$ cat src/common/fft_pkg.sv
`default_nettype none

package fft_pkg;

	// transform size
	localparam int FFT_POINTS = 16;
	localparam int FFT_STAGES = 4;

	// fraction bits of the twiddle factors
	localparam int FRACTION = 8;

	typedef logic signed [7:0]  sample_t;
	typedef logic signed [15:0] word_t;
	typedef logic signed [9:0]  twiddle_t;
	typedef logic        [3:0]  bin_idx_t;

	// one complex point, real part in the upper half
	typedef struct packed {
		word_t re;
		word_t im;
	} cplx_t;

	// core sequencing, IDLE is also where samples are collected
	typedef enum logic [1:0] {
		FFT_IDLE,
		FFT_LOAD,
		FFT_COMPUTE,
		FFT_DONE
	} fft_state_t;

endpackage

`default_nettype wire

$ cat src/common/uart_pkg.sv
`default_nettype none

package uart_pkg;

	typedef logic [7:0] uart_byte_t;

	// receiver FSM
	typedef enum logic [1:0] {
		RX_IDLE,
		RX_START,
		RX_DATA,
		RX_STOP
	} rx_state_t;

	// transmitter FSM
	typedef enum logic [1:0] {
		TX_IDLE,
		TX_START,
		TX_DATA,
		TX_STOP
	} tx_state_t;

endpackage

`default_nettype wire

$ cat src/uart/uart_rx.sv
`default_nettype none

module uart_rx #(
	parameter int CLKS_PER_BIT = 8
) (
	input  wire                  i_clk,
	input  wire                  w_FFT_cycle_done,
	input  wire                  i_rx_bit,
	output uart_pkg::uart_byte_t o_byte,
	output logic                 o_byte_valid,
	output logic                 o_rx_error
);
	import uart_pkg::*;

	localparam int CNT_W    = $clog2(CLKS_PER_BIT);
	localparam int HALF_BIT = CLKS_PER_BIT / 2;

	logic             rx_meta;
	logic             rx_sync;
	logic             rx_prev;
	rx_state_t        state;
	logic [CNT_W-1:0] clk_cnt;
	logic [2:0]       bit_idx;
	uart_byte_t       shift;
	logic             start_edge;
	logic             bit_end;
	logic             half_end;

	assign o_byte     = shift;
	assign start_edge = rx_prev & ~rx_sync;
	assign bit_end    = (clk_cnt == CNT_W'(CLKS_PER_BIT - 1));
	assign half_end   = (clk_cnt == CNT_W'(HALF_BIT - 1));

	// data bits enter from the top, LSB first on the line
	always_ff @(posedge i_clk) begin
		if (state == RX_DATA && bit_end)
			shift <= {rx_sync, shift[7:1]};
	end

	always_ff @(posedge i_clk or posedge w_FFT_cycle_done) begin
		if (w_FFT_cycle_done) begin
			rx_meta      <= 1'b1;
			rx_sync      <= 1'b1;
			rx_prev      <= 1'b1;
			state        <= RX_IDLE;
			clk_cnt      <= '0;
			bit_idx      <= '0;
			o_byte_valid <= 1'b0;
			o_rx_error   <= 1'b0;
		end else begin
			// two-flop synchroniser plus one flop for edge detection
			rx_meta      <= i_rx_bit;
			rx_sync      <= rx_meta;
			rx_prev      <= rx_sync;
			o_byte_valid <= 1'b0;
			o_rx_error   <= 1'b0;
			clk_cnt      <= bit_end ? '0 : clk_cnt + 1'b1;
			case (state)
				RX_IDLE: begin
					clk_cnt <= '0;
					if (start_edge)
						state <= RX_START;
				end
				RX_START: begin
					// re-check the line at the middle of the start bit
					if (half_end) begin
						clk_cnt <= '0;
						bit_idx <= '0;
						state   <= rx_sync ? RX_IDLE : RX_DATA;
					end
				end
				RX_DATA: begin
					if (bit_end) begin
						bit_idx <= bit_idx + 1'b1;
						if (bit_idx == 3'd7)
							state <= RX_STOP;
					end
				end
				RX_STOP: begin
					if (bit_end) begin
						state        <= RX_IDLE;
						o_byte_valid <= rx_sync;
						o_rx_error   <= ~rx_sync;
					end
				end
				default: state <= RX_IDLE;
			endcase
		end
	end

endmodule

`default_nettype wire

$ cat src/uart/uart_tx.sv
`default_nettype none

module uart_tx #(
	parameter int CLKS_PER_BIT = 8
) (
	input  wire                       i_clk,
	input  wire                       w_FFT_cycle_done,
	input  wire                       i_start,
	input  wire uart_pkg::uart_byte_t i_tx_byte,
	output logic                      o_tx_bit,
	output logic                      o_tx_done
);
	import uart_pkg::*;

	localparam int CNT_W = $clog2(CLKS_PER_BIT);

	tx_state_t        state;
	logic [CNT_W-1:0] clk_cnt;
	logic [2:0]       bit_idx;
	uart_byte_t       shift;
	logic             bit_end;

	assign bit_end = (clk_cnt == CNT_W'(CLKS_PER_BIT - 1));

	always_ff @(posedge i_clk) begin
		if (state == TX_IDLE && i_start)
			shift <= i_tx_byte;
		else if (state == TX_DATA && bit_end)
			shift <= shift >> 1;
	end

	always_ff @(posedge i_clk or posedge w_FFT_cycle_done) begin
		if (w_FFT_cycle_done) begin
			state     <= TX_IDLE;
			clk_cnt   <= '0;
			bit_idx   <= '0;
			o_tx_bit  <= 1'b1;
			o_tx_done <= 1'b0;
		end else begin
			o_tx_done <= 1'b0;
			clk_cnt   <= bit_end ? '0 : clk_cnt + 1'b1;
			case (state)
				TX_IDLE: begin
					clk_cnt  <= '0;
					o_tx_bit <= 1'b1;
					if (i_start) begin
						state    <= TX_START;
						o_tx_bit <= 1'b0;
					end
				end
				TX_START: begin
					if (bit_end) begin
						state    <= TX_DATA;
						bit_idx  <= '0;
						o_tx_bit <= shift[0];
					end
				end
				TX_DATA: begin
					if (bit_end) begin
						bit_idx <= bit_idx + 1'b1;
						if (bit_idx == 3'd7) begin
							state    <= TX_STOP;
							o_tx_bit <= 1'b1;
						end else begin
							// shift[0] is still the bit just sent
							o_tx_bit <= shift[1];
						end
					end
				end
				TX_STOP: begin
					if (bit_end) begin
						state     <= TX_IDLE;
						o_tx_done <= 1'b1;
					end
				end
				default: state <= TX_IDLE;
			endcase
		end
	end

endmodule

`default_nettype wire

$ cat src/fft/fft_twiddle_rom.sv
`default_nettype none

module fft_twiddle_rom (
	input  wire [2:0]        i_k,
	output fft_pkg::twiddle_t o_w_re,
	output fft_pkg::twiddle_t o_w_im
);

	// W16^k = cos(2*pi*k/16) - j*sin(2*pi*k/16), scaled by 256
	always_comb begin
		case (i_k)
			3'd0: {o_w_re, o_w_im} = {10'sd256, 10'sd0};
			3'd1: {o_w_re, o_w_im} = {10'sd237, -10'sd98};
			3'd2: {o_w_re, o_w_im} = {10'sd181, -10'sd181};
			3'd3: {o_w_re, o_w_im} = {10'sd98, -10'sd237};
			3'd4: {o_w_re, o_w_im} = {10'sd0, -10'sd256};
			3'd5: {o_w_re, o_w_im} = {-10'sd98, -10'sd237};
			3'd6: {o_w_re, o_w_im} = {-10'sd181, -10'sd181};
			default: {o_w_re, o_w_im} = {-10'sd237, -10'sd98};
		endcase
	end

endmodule

`default_nettype wire

$ cat src/fft/fft_butterfly.sv
`default_nettype none

module fft_butterfly (
	input  wire fft_pkg::cplx_t    i_a,
	input  wire fft_pkg::cplx_t    i_b,
	input  wire fft_pkg::twiddle_t i_w_re,
	input  wire fft_pkg::twiddle_t i_w_im,
	output fft_pkg::cplx_t         o_top,
	output fft_pkg::cplx_t         o_bot
);
	import fft_pkg::*;

	// word times twiddle, plus one bit for the sum of two products
	localparam int PROD_W = $bits(word_t) + $bits(twiddle_t) + 1;

	logic signed [PROD_W-1:0] prod_re_full;
	logic signed [PROD_W-1:0] prod_im_full;
	word_t                    prod_re;
	word_t                    prod_im;

	always_comb begin
		// complex b * w at full precision
		prod_re_full = i_b.re * i_w_re - i_b.im * i_w_im;
		prod_im_full = i_b.re * i_w_im + i_b.im * i_w_re;

		// back to Q0, truncating toward minus infinity
		prod_re = word_t'(prod_re_full >>> FRACTION);
		prod_im = word_t'(prod_im_full >>> FRACTION);

		// sums wrap at 16 bits, no saturation
		o_top.re = i_a.re + prod_re;
		o_top.im = i_a.im + prod_im;
		o_bot.re = i_a.re - prod_re;
		o_bot.im = i_a.im - prod_im;
	end

endmodule

`default_nettype wire

$ cat src/fft/fft_core.sv
`default_nettype none

module fft_core (
	input  wire                                           i_clk,
	input  wire                                           w_FFT_cycle_done,
	input  wire fft_pkg::sample_t                         i_sample,
	input  wire                                           i_sample_valid,
	output fft_pkg::cplx_t [fft_pkg::FFT_POINTS-1:0]      o_result,
	output logic                                          o_fft_done
);
	import fft_pkg::*;

	localparam int BFLY_PER_STAGE = FFT_POINTS / 2;
	localparam int STAGE_W        = $clog2(FFT_STAGES);
	localparam int BFLY_W         = $clog2(BFLY_PER_STAGE);

	fft_state_t              state;
	bin_idx_t                sample_cnt;
	logic [STAGE_W-1:0]      stage;
	logic [BFLY_W-1:0]       bfly;
	cplx_t [FFT_POINTS-1:0]  buffer;

	bin_idx_t                load_addr;
	logic                    load_en;
	bin_idx_t                idx_mask;
	bin_idx_t                idx_top;
	bin_idx_t                idx_bot;
	logic [BFLY_W-1:0]       tw_k;
	twiddle_t                w_re;
	twiddle_t                w_im;
	cplx_t                   bf_top;
	cplx_t                   bf_bot;

	// results are read in place from the working buffer
	assign o_result = buffer;

	// samples land in bit-reversed order so the output comes out natural
	assign load_addr = {sample_cnt[0], sample_cnt[1], sample_cnt[2], sample_cnt[3]};
	assign load_en   = (state == FFT_IDLE) && i_sample_valid;

	// butterfly addressing for the current stage
	// span is 2^stage, twiddle step is N / 2^(stage+1)
	always_comb begin
		idx_mask = bin_idx_t'((5'd1 << stage) - 5'd1);
		idx_top  = ((bin_idx_t'(bfly) & ~idx_mask) << 1) | (bin_idx_t'(bfly) & idx_mask);
		idx_bot  = idx_top | bin_idx_t'(5'd1 << stage);
		tw_k     = (bfly & idx_mask[BFLY_W-1:0]) << (STAGE_W'(FFT_STAGES - 1) - stage);
	end

	fft_twiddle_rom u_twiddle (
		.i_k    (tw_k),
		.o_w_re (w_re),
		.o_w_im (w_im)
	);

	fft_butterfly u_butterfly (
		.i_a    (buffer[idx_top]),
		.i_b    (buffer[idx_bot]),
		.i_w_re (w_re),
		.i_w_im (w_im),
		.o_top  (bf_top),
		.o_bot  (bf_bot)
	);

	always_ff @(posedge i_clk) begin
		if (load_en) begin
			buffer[load_addr] <= '{re: word_t'(i_sample), im: '0};
		end else if (state == FFT_COMPUTE) begin
			buffer[idx_top] <= bf_top;
			buffer[idx_bot] <= bf_bot;
		end
	end

	always_ff @(posedge i_clk or posedge w_FFT_cycle_done) begin
		if (w_FFT_cycle_done) begin
			state      <= FFT_IDLE;
			sample_cnt <= '0;
			stage      <= '0;
			bfly       <= '0;
			o_fft_done <= 1'b0;
		end else begin
			o_fft_done <= 1'b0;
			case (state)
				FFT_IDLE: begin
					if (i_sample_valid) begin
						sample_cnt <= sample_cnt + 1'b1;
						if (sample_cnt == bin_idx_t'(FFT_POINTS - 1))
							state <= FFT_LOAD;
					end
				end
				FFT_LOAD: begin
					// last sample is now in the buffer
					stage <= '0;
					bfly  <= '0;
					state <= FFT_COMPUTE;
				end
				FFT_COMPUTE: begin
					bfly <= bfly + 1'b1;
					if (bfly == BFLY_W'(BFLY_PER_STAGE - 1)) begin
						stage <= stage + 1'b1;
						if (stage == STAGE_W'(FFT_STAGES - 1))
							state <= FFT_DONE;
					end
				end
				FFT_DONE: begin
					o_fft_done <= 1'b1;
					state      <= FFT_IDLE;
				end
				default: state <= FFT_IDLE;
			endcase
		end
	end

endmodule

`default_nettype wire

$ cat src/hdl/result_serializer.sv
`default_nettype none

module result_serializer (
	input  wire                                      i_clk,
	input  wire                                      w_FFT_cycle_done,
	input  wire fft_pkg::cplx_t [fft_pkg::FFT_POINTS-1:0] i_result,
	input  wire                                      i_fft_done,
	input  wire                                      i_tx_done,
	output uart_pkg::uart_byte_t                     o_tx_byte,
	output logic                                     o_tx_start,
	output logic                                     o_busy
);
	import fft_pkg::*;

	localparam int BYTES = 2 * FFT_POINTS;
	localparam int CNT_W = $clog2(BYTES);

	logic [CNT_W-1:0] byte_cnt;
	bin_idx_t         bin;
	word_t            bin_re;

	// even count sends the low byte, odd count the high byte
	assign bin       = byte_cnt[CNT_W-1:1];
	assign bin_re    = i_result[bin].re;
	assign o_tx_byte = byte_cnt[0] ? bin_re[15:8] : bin_re[7:0];

	always_ff @(posedge i_clk or posedge w_FFT_cycle_done) begin
		if (w_FFT_cycle_done) begin
			byte_cnt   <= '0;
			o_tx_start <= 1'b0;
			o_busy     <= 1'b0;
		end else begin
			o_tx_start <= 1'b0;
			if (!o_busy) begin
				if (i_fft_done) begin
					byte_cnt   <= '0;
					o_busy     <= 1'b1;
					o_tx_start <= 1'b1;
				end
			end else if (i_tx_done) begin
				if (byte_cnt == CNT_W'(BYTES - 1)) begin
					o_busy <= 1'b0;
				end else begin
					byte_cnt   <= byte_cnt + 1'b1;
					o_tx_start <= 1'b1;
				end
			end
		end
	end

endmodule

`default_nettype wire

$ cat src/hdl/ofdm_fft_top.sv
`default_nettype none

module ofdm_fft_top #(
	parameter int CLKS_PER_BIT = 8
) (
	input  wire i_clk,
	input  wire w_FFT_cycle_done,
	input  wire i_rx_bit,
	output wire o_tx_bit
);
	import uart_pkg::*;
	import fft_pkg::*;

	uart_byte_t             rx_byte;
	logic                   rx_valid;
	logic                   sample_valid;
	cplx_t [FFT_POINTS-1:0] result;
	logic                   fft_done;
	uart_byte_t             tx_byte;
	logic                   tx_start;
	logic                   tx_done;
	logic                   busy;

	// drop input while a result is out on the line
	// fft_done covers the cycle before busy rises
	assign sample_valid = rx_valid & ~(busy | fft_done);

	uart_rx #(.CLKS_PER_BIT(CLKS_PER_BIT)) u_rx (
		.i_clk            (i_clk),
		.w_FFT_cycle_done (w_FFT_cycle_done),
		.i_rx_bit         (i_rx_bit),
		.o_byte           (rx_byte),
		.o_byte_valid     (rx_valid),
		.o_rx_error       ()
	);

	fft_core u_fft (
		.i_clk            (i_clk),
		.w_FFT_cycle_done (w_FFT_cycle_done),
		.i_sample         (sample_t'(rx_byte)),
		.i_sample_valid   (sample_valid),
		.o_result         (result),
		.o_fft_done       (fft_done)
	);

	result_serializer u_ser (
		.i_clk            (i_clk),
		.w_FFT_cycle_done (w_FFT_cycle_done),
		.i_result         (result),
		.i_fft_done       (fft_done),
		.i_tx_done        (tx_done),
		.o_tx_byte        (tx_byte),
		.o_tx_start       (tx_start),
		.o_busy           (busy)
	);

	uart_tx #(.CLKS_PER_BIT(CLKS_PER_BIT)) u_tx (
		.i_clk            (i_clk),
		.w_FFT_cycle_done (w_FFT_cycle_done),
		.i_start          (tx_start),
		.i_tx_byte        (tx_byte),
		.o_tx_bit         (o_tx_bit),
		.o_tx_done        (tx_done)
	);

endmodule

`default_nettype wire

$ cat config.mk
export PLATFORM = sky130hd
export DESIGN_NAME = ofdm_fft_top
export DESIGN_NICKNAME = d
export VERILOG_FILES = /design/src/common/fft_pkg.sv /design/src/common/uart_pkg.sv /design/src/uart/uart_rx.sv /design/src/uart/uart_tx.sv /design/src/fft/fft_twiddle_rom.sv /design/src/fft/fft_butterfly.sv /design/src/fft/fft_core.sv /design/src/hdl/result_serializer.sv /design/src/hdl/ofdm_fft_top.sv
export SDC_FILE = /design/constraint.sdc
export NUM_CORES = 2
export LEC_CHECK = 0
export ABC_AREA = 1
export BUFFER_PORTS_ARGS = -buffer_cell sky130_fd_sc_hd__buf_2
export CAP_MARGIN = 0
export CORE_MARGIN = 3
export CORE_UTILIZATION = 30
export DETAILED_ROUTE_END_ITERATION = 10
export PLACE_DENSITY = 0.56
export SYNTH_ARGS = -nofsm -noshare
export SYNTH_HDL_FRONTEND = slang
export SYNTH_SLANG_ARGS = --single-unit
$ cat constraint.sdc
create_clock -name i_clk -period 12.09 [get_ports i_clk]
set_input_delay 2.418 -clock i_clk [delete_from_list [all_inputs] [get_ports i_clk]]
set_output_delay 2.418 -clock i_clk [all_outputs]
set_load 0.02 [all_outputs]
==> summary.md <==
| Metric | Value |
|---|---|
| Post-synth top cells | nand2_1, inv_1, nor2_1, fa_1, edfxtp_1 |
| Die ar. | 0.207 mm2 |
| Layout Area Growth over Synthesis | 9.41% |
| Synth Area in Simple Gates | 0.170 |
| Post-synth top area cell | edfxtp_1 |
| Outcome | complete, no violations |
| Slew Viols, Final | 0 |
| Drt via density | 5.58 |
| Initial antenna violation count | 3 |
| WL final | 249 mm |
| Leading post-synthesis cells by cell area | edfxtp_1, fa_1, nand2_1 |
| I/O pin cnt | 4 |
| Power density cells | 62.1 mW/mm2 |
| Worst relative slew slack | 0.0436 |
| Skew-Pair Late Insertion Delay | 0.69 ns |
| Clock Skew | 0.0416 ns |
| Final worst path period share | 0.957 |
| R2r startpoint | u_fft.stage[0]$_DFFE_PP0P_ |
| Synth top area share | 0.262 |
| Place WS | 0.172 ns |
| Setup CP Type | register to register |
| Worst-case reg-to-reg path depth | 45 |
| Mean post-synth cell area | 8.01 um2 |
| Crit path launch | u_fft.stage[0]$_DFFE_PP0P_ |
| Fin worst setup slack | 0.517 ns |
| Fin nets | 8,273 |
| Yosys warns | 0 |
| Final GP Congestion | 0.972 |
| Most common cell in the netlist | nand2_1 |
| Yosys reg bits | 569 |
| Site Rows | 164 |
| Chip Width | 455 um |
| DRC errors left | 0 |
| Routed len/inst | 24.7 um |
| DRT Pass-1 Iters | 6 |
| Vias in the first global route | 54,900 |
| Leak | 28.8 nW |
| Multiplexer share of the synthesized area | 0.00713 |
| Max Root-Sink Buffers | 3 |
| Worst Setup End Kind | register |
| Mapped Cells | 7,565 |
| H-tree levels | 2 |
| PortBufs | 3 |
| Die H | 455 um |
| Setup crit end | u_fft.o_result[158]$_DFFE_PP_ |
| Library cells used by synthesis | 67 |
| FF-to-FF End | u_fft.o_result[158]$_DFFE_PP_ |
| Async S/R FF share, synth | 0.0721 |
| Hold Path Depth | 0 |
| Clk sink count | 569 |
| Number of synthesized flops with an enable pin | 528 |
| Hold buffer count at cts | 0 |
| Core area | 0.200 mm2 |
| Synthesized cell area | 0.0606 mm2 |
| CP max FO | 19 |
| Util after Layout | 0.331 |
| First-pass GRT wire length | 366 mm |
| CP max-delay cell | fa_1 |
| Worst path most repeated cell | nand2_1 |
| Most used DFF post-synth | edfxtp_1 |
| MaxCap Viol Count | 0 |
| Minimum clock period | 11.57 ns |
| Synth Area in Adders | 0.251 |
| Worst endpoint required time | 12.59 ns |
| Register area share after synthesis | 0.279 |
| Synth Area in XOR/XNOR | 0.0140 |
| Clock buffer count from CTS | 59 |
| Clock root cell | clkbuf_16 |
| CTS tree | done |
| HP Class | register to register |
| Routed Antenna Nets | 0 |
| Worst EP arrival | 12.08 ns |
| Tightest Pin Transition | 1.43 ns |
| Fmax | 86.4 MHz |
| Pin count of the biggest net entering global routing | 174 |
| Layout cells sized above 1 | 0.0651 |
| Hpwl dp | 179 mm |
| GRT Resource Usage Total | 0.235 |
| Post-route insts no fill | 10,100 |
| Final setup fails | 0 |
| Cells after DPL | 9,977 |
| R2R Setup Slk | 0.52 ns |
| Largest family of logic cells by synthesized area | adder cells |
| Total grt overflow | 0 |
| Initial Util | 0.303 |
| Startpoint type of the worst setup path | register |
| Syn Nets | 8,442 |
| Routed via count | 56,300 |
| Compound-Gate Fraction of Synth Area | 0.169 |
| DRT iter0 DRCs | 7,462 |
| Worst-path clk slew | 0.07 ns |
| Largest stage delay on the critical path | 0.60 ns |
| Worst VDD drop | 134 uV |
| Final hold vios | 0 |
-- cells in the final DEF (no fill, tap or decap), types with 222 or more instances in the layout --
cell type | Yosys | final
nand2_1 | 1465 | 1450
inv_1 | 1230 | 1219
nor2_1 | 776 | 758
fa_1 | 568 | 568
edfxtp_1 | 528 | 528
o21ai_0 | 517 | 504
a21oi_1 | 370 | 369
ha_1 | 306 | 305
o22ai_1 | 233 | 233
buf_4 | 7 | 222
-- worst min path at each step --
stage | from | end
2_1_floorplan | u_rx.rx_meta$_DFF_PP1_ | u_rx.rx_sync$_DFF_PP1_
3_3_place_gp | u_rx.rx_meta$_DFF_PP1_ | u_rx.rx_sync$_DFF_PP1_
3_5_place_dp | u_rx.rx_meta$_DFF_PP1_ | u_rx.rx_sync$_DFF_PP1_
4_1_cts | u_rx.rx_meta$_DFF_PP1_ | u_rx.rx_sync$_DFF_PP1_
5_1_grt | u_rx.rx_meta$_DFF_PP1_ | u_rx.rx_sync$_DFF_PP1_
6_report | u_rx.rx_meta$_DFF_PP1_ | u_rx.rx_sync$_DFF_PP1_
-- report_power, final --
group          switching, mW  leakage (nW)  total (mW)  internal [mW]
clock                  0.876         0.910        1.90           1.02
sequential           0.00659          5.24        2.14           2.13
combinational         0.0558          22.6      0.0813         0.0255
-- worst max-delay path, delay by kind of cell (launching register included) --
family          cells  cell delay [ns]
flops               1             0.39
compound gates      7             1.63
xor+xnor            1             0.48
fa+ha+maj          10             4.43
simple gates       17             2.92
buf+inv            10             1.49
-- per-layer routing --
| layer | wire [um] | global-route usage |
|---|---|---|
| met5 | 0 | 0 |
| met4 | 13600 | 0.112 |
| met3 | 25700 | 0.0423 |
| met2 | 112000 | 0.375 |
| met1 | 98000 | 0.308 |
-- layout make-up --
type | instances | area [um2]
diodes | 5 | 12.5
clock buffers | 73 | 1560
clock inverters | 29 | 288
fillers | 21200 | 134000
inverters | 1277 | 4870
multi-input cells | 5250 | 37400
flip-flops and latches | 569 | 16900
well taps | 2656 | 3320
repair buffers | 239 | 1950
-- kinds of logic (layout without fill, tap and decap cells) --
| logic type | after synthesis | after routing |
|---|---|---|
| other | 0 | 5 |
| flip-flops | 569 | 569 |
| XOR/XNOR | 97 | 97 |
| AND/OR/NAND/NOR | 2574 | 2574 |
| AO/OA/AOI/OAI | 1662 | 1662 |
| multiplexers | 43 | 43 |
| adder cells (fa/ha/maj) | 874 | 874 |
| buffers and inverters | 1746 | 1618 |
-- state kept, by name, summed over array words and instances, names as in the netlist, 2 cells and up, named ones only --
signal / count
u_rx.o_byte: 8
u_tx.clk_cnt: 3
u_rx.bit_idx: 3
u_fft.stage: 2
u_fft.sample_cnt: 4
u_rx.clk_cnt: 3
u_ser.byte_cnt: 5
u_fft.o_result: 512
u_fft.bfly: 3
u_tx.shift: 8
u_fft.state: 2
u_tx.bit_idx: 3
u_tx.state: 2
-- stage by stage --
stage	setup TNS [ns]	hold slack, ns	power [mW]	instance area [um2]
floorplan	0	0.345	2.24	60600
global placement	0	0.347	2.26	64200
detailed placement	0	0.348	2.26	64200
CTS	0	0.357	4.12	66000
global route	-0.0856	0.358	4.19	66300
finish	0	0.356	4.11	66300
-- timing repair --
action,4_1_cts,5_1_grt
buffers inserted,0,14
setup endpoints to repair,0,205
gates resized for setup,0,45
Power figures use the tool's default switching activity.
